File: config.mk
export PLATFORM = sky130hd
export DESIGN_NAME = look_ahead_router
export DESIGN_NICKNAME = d
export VERILOG_FILES = /design/src/lookahead_pkg.sv /design/src/hop_if.sv /design/src/hop_predictor.sv /design/src/look_ahead_router.sv /design/src/port_mask_remover.sv /design/src/xy_route_compute.sv
export SDC_FILE = /design/constraint.sdc
export NUM_CORES = 1
export LEC_CHECK = 0
export BUFFER_PORTS_ARGS = -buffer_cell sky130_fd_sc_hd__buf_2
export CAP_MARGIN = 20
export CORE_MARGIN = 8
export CORE_UTILIZATION = 42
export CTS_CLUSTER_SIZE = 25
export DETAILED_ROUTE_END_ITERATION = 10
export PLACE_DENSITY = 0.71
export SLEW_MARGIN = 10
export SYNTH_ARGS = -nofsm -noshare
export SYNTH_HDL_FRONTEND = slang
export SYNTH_SLANG_ARGS = --single-unit
File: constraint.sdc
create_clock -name clk -period 5.83 [get_ports clk]
set_input_delay 1.166 -clock clk [delete_from_list [all_inputs] [get_ports clk]]
set_output_delay 1.166 -clock clk [all_outputs]
set_load 0.03 [all_outputs]
File: src/lookahead_pkg.sv
// Shared definitions for the look-ahead route stage of a 2D mesh router.
// Holds the coordinate width, the port numbering of the five-port router
// and the vector types for one-hot port selections and 4-bit port masks.
// Modules import it by wildcard inside their bodies and use scoped names
// in their port lists.

package lookahead_pkg;

    // mesh coordinates, up to 16 routers per axis
    localparam int COORD_W = 4;

    typedef logic [COORD_W-1:0] coord_t; // one x or y router address

    // router ports
    localparam int NUM_PORTS = 5;

    // bit positions in the one-hot port vector
    localparam int LOCAL_PORT = 0;
    localparam int EAST_PORT  = 1;
    localparam int NORTH_PORT = 2;
    localparam int WEST_PORT  = 3;
    localparam int SOUTH_PORT = 4;

    // one-hot over all five ports
    typedef logic [NUM_PORTS-1:0] port_onehot_t;

    // Port selection with one port removed, either the switch location of
    // the input port or the predicted entry port at the next router. The
    // remaining ports keep their relative order, so a port above the
    // removed one moves down by one bit.
    typedef logic [NUM_PORTS-2:0] port_mask_t;

endpackage

File: src/hop_if.sv
// Next-hop view of a registered request, as seen from the neighbor router.
// Driven by the hop predictor; the route computation reads the addresses
// and the port mask remover reads the predicted entry port.

`timescale 1ns/1ps

interface hop_if;
    import lookahead_pkg::*;

    coord_t       next_x;     // predicted neighbor address
    coord_t       next_y;
    coord_t       dest_x;     // registered destination
    coord_t       dest_y;
    port_onehot_t entry_port; // port the packet enters the neighbor by

    modport src (
        output next_x, next_y, dest_x, dest_y, entry_port
    );

    modport route (
        input next_x, next_y, dest_x, dest_y
    );

    modport strip (
        input entry_port
    );

endinterface

File: src/hop_predictor.sv
// Request register and next-hop prediction for one input port.
// Samples the destination and the chosen output port every cycle, puts the
// switch location back into the port mask and predicts which neighbor the
// packet reaches and by which port it enters there.
// Outputs are combinational from the registered request.

`timescale 1ns/1ps

module hop_predictor #(
    parameter int NX     = 4,
    parameter int NY     = 4,
    parameter int SW_LOC = 0
) (
    input  logic                      clk,
    input  logic                      reset,
    input  lookahead_pkg::coord_t     current_x,
    input  lookahead_pkg::coord_t     current_y,
    input  lookahead_pkg::coord_t     dest_x,
    input  lookahead_pkg::coord_t     dest_y,
    input  lookahead_pkg::port_mask_t destport,
    hop_if.src                        hop
);
    import lookahead_pkg::*;

    localparam coord_t LAST_X = coord_t'(NX - 1);
    localparam coord_t LAST_Y = coord_t'(NY - 1);

    coord_t       dest_x_q;
    coord_t       dest_y_q;
    port_mask_t   destport_q;
    port_onehot_t port_oh;     // destport with the switch location restored
    port_onehot_t entry_oh;
    coord_t       next_x;
    coord_t       next_y;

    // one request per cycle, no back-pressure
    always_ff @(posedge clk or posedge reset) begin
        if (reset) begin
            dest_x_q   <= '0;
            dest_y_q   <= '0;
            destport_q <= '0; // reads as no port
        end else begin
            dest_x_q   <= dest_x;
            dest_y_q   <= dest_y;
            destport_q <= destport;
        end
    end

    // the input port never routes back to itself, so its bit is zero
    for (genvar i = 0; i < NUM_PORTS; i++) begin : g_sw_loc
        if (i > SW_LOC) begin : g_above
            assign port_oh[i] = destport_q[i-1];
        end else if (i == SW_LOC) begin : g_self
            assign port_oh[i] = 1'b0;
        end else begin : g_below
            assign port_oh[i] = destport_q[i];
        end
    end

    // y grows toward south; a mesh edge has no neighbor beyond it
    always_comb begin
        next_x = current_x;
        next_y = current_y;
        if (port_oh[EAST_PORT]) begin
            if (current_x != LAST_X) next_x = current_x + coord_t'(1);
        end else if (port_oh[NORTH_PORT]) begin
            if (current_y != '0) next_y = current_y - coord_t'(1);
        end else if (port_oh[WEST_PORT]) begin
            if (current_x != '0) next_x = current_x - coord_t'(1);
        end else if (port_oh[SOUTH_PORT]) begin
            if (current_y != LAST_Y) next_y = current_y + coord_t'(1);
        end
    end

    // leaving east means arriving from the west, and so on
    assign entry_oh[LOCAL_PORT] = port_oh[LOCAL_PORT];
    assign entry_oh[EAST_PORT]  = port_oh[WEST_PORT];
    assign entry_oh[WEST_PORT]  = port_oh[EAST_PORT];
    assign entry_oh[NORTH_PORT] = port_oh[SOUTH_PORT];
    assign entry_oh[SOUTH_PORT] = port_oh[NORTH_PORT];

    assign hop.next_x     = next_x;
    assign hop.next_y     = next_y;
    assign hop.dest_x     = dest_x_q;
    assign hop.dest_y     = dest_y_q;
    assign hop.entry_port = entry_oh;

endmodule

File: src/look_ahead_router.sv
// Look-ahead route stage for one input port of a 2D mesh router.
// A request (destination and chosen output port) is registered on the
// rising clock edge; one cycle later lkdestport gives the port the next
// router will use, with its own entry port left out. current_x and
// current_y are the static address of this router.

`timescale 1ns/1ps

module look_ahead_router #(
    parameter int NX     = 4,
    parameter int NY     = 4,
    parameter int SW_LOC = 0 // input port served by this stage
) (
    input  logic                      clk,
    input  logic                      reset,
    input  lookahead_pkg::coord_t     current_x,
    input  lookahead_pkg::coord_t     current_y,
    input  lookahead_pkg::coord_t     dest_x,
    input  lookahead_pkg::coord_t     dest_y,
    input  lookahead_pkg::port_mask_t destport,
    output lookahead_pkg::port_mask_t lkdestport
);
    import lookahead_pkg::*;

    hop_if        hop ();
    port_onehot_t route_port; // neighbor's XY decision

    hop_predictor #(
        .NX     (NX),
        .NY     (NY),
        .SW_LOC (SW_LOC)
    ) u_hop_predictor (
        .clk       (clk),
        .reset     (reset),
        .current_x (current_x),
        .current_y (current_y),
        .dest_x    (dest_x),
        .dest_y    (dest_y),
        .destport  (destport),
        .hop       (hop.src)
    );

    xy_route_compute #(
        .NX (NX),
        .NY (NY)
    ) u_xy_route_compute (
        .hop        (hop.route),
        .route_port (route_port)
    );

    port_mask_remover u_port_mask_remover (
        .hop        (hop.strip),
        .route_port (route_port),
        .lkdestport (lkdestport)
    );

endmodule

File: src/port_mask_remover.sv
// Turns the neighbor's one-hot route into the 4-bit look-ahead port mask.
// The port the packet enters the neighbor by is dropped from the vector,
// so routes above it move down one bit and routes below it keep their bit.
// Purely combinational.

`timescale 1ns/1ps

module port_mask_remover (
    hop_if.strip                        hop,
    input  lookahead_pkg::port_onehot_t route_port,
    output lookahead_pkg::port_mask_t   lkdestport
);
    import lookahead_pkg::*;

    typedef logic [2:0] port_idx_t; // index 0 to 4

    port_idx_t  route_idx;
    port_idx_t  entry_idx;
    logic [1:0] mask_idx;  // bit position in the 4-bit mask

    // one-hot to index, zero when no bit is set
    function automatic port_idx_t onehot_to_idx(input port_onehot_t oh);
        port_idx_t idx;
        idx = '0;
        for (int i = 0; i < NUM_PORTS; i++) begin
            if (oh[i]) idx = idx | port_idx_t'(i);
        end
        return idx;
    endfunction

    assign route_idx = onehot_to_idx(route_port);
    assign entry_idx = onehot_to_idx(hop.entry_port);

    // Below the entry port the index stands. At or above it, step down by
    // one; route index 4 wraps its low bits to 0 and lands on 3 as needed.
    assign mask_idx = (entry_idx > route_idx) ? route_idx[1:0]
                                              : route_idx[1:0] - 2'd1;

    assign lkdestport = port_mask_t'(1) << mask_idx;

endmodule

File: src/xy_route_compute.sv
// XY routing decision as the predicted neighbor router would make it.
// Travels along x first, then along y, and ejects locally on arrival.
// Purely combinational; the result is a one-hot over all five ports.

`timescale 1ns/1ps

module xy_route_compute #(
    parameter int NX = 4,
    parameter int NY = 4
) (
    hop_if.route                        hop,
    output lookahead_pkg::port_onehot_t route_port
);
    import lookahead_pkg::*;

    localparam coord_t LAST_X = coord_t'(NX - 1);
    localparam coord_t LAST_Y = coord_t'(NY - 1);

    coord_t dest_x_in; // destination held inside the mesh
    coord_t dest_y_in;

    // an address past the mesh edge heads for the edge router
    assign dest_x_in = (hop.dest_x > LAST_X) ? LAST_X : hop.dest_x;
    assign dest_y_in = (hop.dest_y > LAST_Y) ? LAST_Y : hop.dest_y;

    always_comb begin
        route_port = '0;
        if (dest_x_in > hop.next_x) begin
            route_port[EAST_PORT] = 1'b1;
        end else if (dest_x_in < hop.next_x) begin
            route_port[WEST_PORT] = 1'b1;
        end else if (dest_y_in < hop.next_y) begin
            route_port[NORTH_PORT] = 1'b1; // north is toward y = 0
        end else if (dest_y_in > hop.next_y) begin
            route_port[SOUTH_PORT] = 1'b1;
        end else begin
            route_port[LOCAL_PORT] = 1'b1; // neighbor is the destination
        end
    end

endmodule
After elaboration in Yosys (flattened, before gate mapping)
Cells that the tools add are included.
{ "classes": {"order_cmp": 7, "reduce_logical": 2, "n_mux": 30, "eq_ne": 2, "add_sub_neg": 5, "shifts": 1} }
{ "op_table": {"columns": ["cell", "n"], "rows": [
  ["two-way mux 4 bit", 13],
  ["two-way mux 2 bit", 5],
  ["two-way mux 1 bit", 9],
  ["two-way mux 3 bit", 3],
  ["adder 4 x 1 -> 4 bit (second input constant)", 2],
  ["> comparator 4 x 2 -> 1 bit (second input constant)", 2],
  ["> comparator 4 bit", 2],
  ["< comparator 4 bit", 2],
  ["inequality test 4 x 2 -> 1 bit (second input constant)", 2],
  ["nonzero test 4 bit", 2],
  ["subtractor 4 x 1 -> 4 bit (second input constant)", 2],
  ["left shift 1 x 2 -> 4 bit (first input constant)", 1],
  ["> comparator 3 bit", 1],
  ["subtractor 2 x 1 -> 2 bit (second input constant)", 1]
]} }
{ "totals": {"regBits": 12, "word_cells": 50, "out_inout_bits": 4, "in_bits": 22} }

Depth between registers and ports, before layout
{ "logic_depth": {"ltp_word": 17, "ltp_mapped": 18, "ltp_nobuf": 18} }

Hierarchy
From an unflattened synthesis, not the netlist that was laid out.
{ "unflattened": {"hier_cells": 141, "hier_area_um2": 1247.4} }
{ "modules_own_cells": {"columns": ["mod", "instances", "area_each_um2", "cells_per_inst", "seq_area_each_um2"], "rows": [
  ["hop_predictor", 1, 775.7, 75, 300.3],
  ["xy_route_compute", 1, 280.3, 36, 0.0],
  ["port_mask_remover", 1, 191.4, 30, 0.0]
]} }

Worst setup path before layout
Ideal clock, no wire load.
{ "synth_path": {"kind": "input to output", "start": "input current_y[0]", "end": "output lkdestport[1]", "path_slack_ps": 193, "path_stages": 16, "required_ps": 4664, "arrival_time_ps": 4471, "path_buffers": 0, "path_cell_list": "inv_1 ha_1 a21boi_2 mux2_4 a22o_1 a31oi_1 ha_1 a21oi_1 o21ai_0 nor2_1 nor2_1 ha_1 nor2b_1 o21ai_0 a32oi_1 o31ai_1"} }
{ "synth_via": {"elab_chain_len": 16, "word_cells_on_any_way": 25, "classes_between": "add/sub: 3; order compare: 3; eq/ne: 1; shift: 1; mux: 16; reduce/logical: 1"} }
{ "synth_lines": {"columns": ["element", "line_no", "rtl"], "rows": [
  ["start: declaration", "look_ahead_router.sv:17", "input lookahead_pkg::coord_t current_y,"],
  ["adder 4 x 1 -> 4 bit / inequality test 4 x 2 -> 1 bit (equally long branches)", "hop_predictor.sv:71", "if (current_y != LAST_Y) next_y = current_y + coord_t'(1);"],
  ["two-way mux 4 bit", "hop_predictor.sv:71", null],
  ["two-way mux 4 bit", "hop_predictor.sv:70", "end else if (port_oh[SOUTH_PORT]) begin"],
  ["two-way mux 4 bit", "hop_predictor.sv:68", "end else if (port_oh[WEST_PORT]) begin"],
  ["two-way mux 4 bit", "hop_predictor.sv:66", "end else if (port_oh[NORTH_PORT]) begin"],
  ["two-way mux 4 bit (*)", "hop_predictor.sv:64", "if (port_oh[EAST_PORT]) begin"],
  ["< comparator 4 bit", "xy_route_compute.sv:32", "end else if (dest_y_in < hop.next_y) begin"],
  ["two-way mux 1 bit", "xy_route_compute.sv:32", null],
  ["two-way mux 1 bit", "xy_route_compute.sv:30", "end else if (dest_x_in < hop.next_x) begin"],
  ["two-way mux 3 bit (*)", "xy_route_compute.sv:28", "if (dest_x_in > hop.next_x) begin"],
  ["two-way mux 2 bit (2 in a row)", "port_mask_remover.sv:26", "if (oh[i]) idx = idx | port_idx_t'(i);"],
  ["two-way mux 3 bit (*)", "port_mask_remover.sv:26", null],
  ["> comparator 3 bit / subtractor 2 x 1 -> 2 bit (equally long branches)", "port_mask_remover.sv:36, port_mask_remover.sv:37", null],
  ["two-way mux 2 bit (*)", "port_mask_remover.sv:36", "assign mask_idx = (entry_idx > route_idx) ? route_idx[1:0]"],
  ["left shift 1 x 2 -> 4 bit (*)", "port_mask_remover.sv:39", "assign lkdestport = port_mask_t'(1) << mask_idx;"],
  ["end: declaration", "look_ahead_router.sv:21", "output lookahead_pkg::port_mask_t lkdestport"]
]} }
Every way passes the cells marked *; elsewhere a longest branch is shown, timed or not.

Worst setup path after layout
{ "layout_path": {"start": "input current_y[1]", "end": "output lkdestport[3]"} }
Same word-level chain as after synthesis.

==> metrics <==
CP startpoint kind=input pin; largest net degree at the start of global routing=17; Lkg Pwr=0.639 nW; worst hold slack=0.877 ns; Vias=1024; HPWL Detailed=1970 um; #FFs+latches synth=12; CTS root buf=clkbuf_4; core area=2480 sq um; met2 Resource Use GR=20.8%; grt met1 use=12.2%; Worst-path clk slew=0.06 ns; adder and majority gate portion of the synthesized area=19.4%; H-tree depth=1; Iteration-0 DRC Markers=49; Die Ht=67.1 um; CP Capture Type=output port; CP max stage cell=mux2_4; Via density=5.33; area of the die=4500 sq um; starting density of the core=44.2%; fin util=53.9%; status=finished, final reports clean; Worst path max stage delay=0.31 ns; final cycle utilization of the critical path=94.7%; post-synthesis sequential area ratio=27.4%; GRT Util Overall=11.3%; CTS buffer count=3; GP Congestion=0.839; final net count=203; critical path type=input pin to output port; initial antenna violation count=0; design area=1340 sq um; Ys Warns=0; Port Buf Inserts=25; Synth Area in Simple Gates=21.9%; Hold-fix buffers, CTS=0; Crit Path Max Fanout=8; Compound-Gate Fraction of Synth Area=20.8%; main combinational cell family by area after synthesis=simple AND/OR/NAND/NOR gates; first-pass GRT wire length=4050 um; Hold Crit Class=input pin to async pin; Peak VDD IR=0.000131 V; gr ovfl total=0; number of synthesized flops with an enable pin=0; Top FF cell, synth=dfrtp_1; met3 Use GR=2.01%; Slew Limit Fails=0; setup TNS=0 ns; Synth top area share=27.4%; CTS tree=done; vias in the first global route=1017; Mapped Avg Cell Area=8.50 sq um; row cnt=18; Most Crowded Layer GR=met2; CP arrival=4.35 ns; top cells by area, synth=dfrtp_1 27%, ha_1 19%, nor2_1 4.8%; final hold violations=0; layout cells sized above 1=25.9%; Ant. Diodes=0; cells along the critical path=clkbuf_4 > inv_1 > ha_4 > a21boi_2 > mux2_4 > a22o_1 > a31oi_1 > ha_1 > a21oi_1 > o21ai_1 > nor2_1 > nor2_1 > ha_1 > nor2b_1 > o21ai_1 > a32oi_1 > buf_4 > nor3b_1 > a21o_1 > clkbuf_4; Post-DP Area=1270 sq um; WL final=2400 um; asr flop ratio synth=100%; Max Cap Viol=0; Worst EP required=4.66 ns; XOR/XNOR Fraction of Synth Area=2.40%; Yosys cell types=43; post-synthesis mux area share=3.31%; fmax=0.181 GHz; First-pass DRT Iterations=4; largest area contributor in the netlist=dfrtp_1; die width=67.1 um; Post-Syn Instances=129; Ports=26; area grow syn2layout=21.9%; crit path time final=5.52 ns; Post-DRT Antenna Nets=0; clk sink count=12; mapped cell area=1100 sq um; # setup viols final=0; pwr/cell area=183 nW/um^2; DRC=0; routed len/inst=12.5 um; clk buf depth=2
registers in the layout, summed over array words and instances (netlist names):
signal and flops:
u_hop_predictor.hop.dest_y 4, u_hop_predictor.destport_q 4, u_hop_predictor.hop.dest_x 4
cells in the final DEF, fill, tap and decap left out, types with 5 or more instances in the layout:
| master | n |
|---|---|
| nor3_1 | 5 |
| buf_2 | 22 |
| nor2_1 | 14 |
| ha_1 | 16 |
| buf_4 | 5 |
| inv_1 | 10 |
| nand2_1 | 8 |
| a21oi_1 | 10 |
| clkbuf_4 | 5 |
| dfrtp_1 | 12 |
where the power goes:
| part | internal (mW) | total, mW | switching [mW] |
|---|---|---|---|
| clock | 0.0238 | 0.0459 | 0.0221 |
| sequential | 0.0875 | 0.0918 | 0.00435 |
| combinational | 0.0468 | 0.107 | 0.0601 |
| total | 0.158 | 0.245 | 0.0865 |
synth_stat cells (all sizes together), types with 3 or more instances:
cell and number:
nor2 15, dfrtp 12, nand4 4, a21oi 10, ha 17, o21ai 5
nor3 5, nand2 8, xnor2 3, a32oi 3, inv 10
through the flow:
step	std cells	power, mW	worst slack [ns]
after floorplan	132	0.162	0.193
after global placement	187	0.189	0.295
after detailed placement	187	0.193	0.164
after CTS	190	0.241	0.144
after global routing	192	0.267	-0.000816
final	192	0.245	0.310
critical path: cells and delay by family:
family	cells	cell delay, ns
muxes	1	0.31
buffers and inverters	4	0.59
AOI/OAI and AO/OA	8	1.08
adders and majority gates	3	0.73
and+or+nand+nor	4	0.48
final timing paths:
path	start	endpoint	slack, ns	depth (start not counted)
max	current_y[1]	lkdestport[3]	0.31	20
min in group clk	destport[3]	u_hop_predictor.destport_q[3]	1.01	1
max in group asynchronous	reset	u_hop_predictor.hop.dest_y[2]	4.67	2
min	reset	u_hop_predictor.destport_q[1]	0.88	2
cell families after synthesis:
logic type | after synthesis
AO/OA/AOI/OAI | 34
XOR/XNOR | 3
adder cells (fa/ha/maj) | 17
buffers and inverters | 12
flip-flops | 12
multiplexers | 3
other | 1
AND/OR/NAND/NOR | 47
timing repair:
action / CTS / global route
buffers inserted: 0 / 2
gates resized for setup: 0 / 8
setup endpoints to repair: 0 / 4
routing by layer:
metal  wire, um  share of wire [%]  vias to the layer above
met5          0                  0                        -
met4         22               0.92                        0
met3        114                4.7                        2
li1           -                  -                      532
met2       1190                 50                       24
met1       1070                 45                      466
area by class of cell:
cell class                      instances  area, sq um
Fill cell                             256         1140
Timing Repair Buffer                   29          163
Multi-Input combinational cell        108          776
Inverter                               10         37.5
Sequential cell                        12          300
Clock buffer                            3         22.5
Tap cell                               30         37.5
Power figures use the tool's default switching activity.
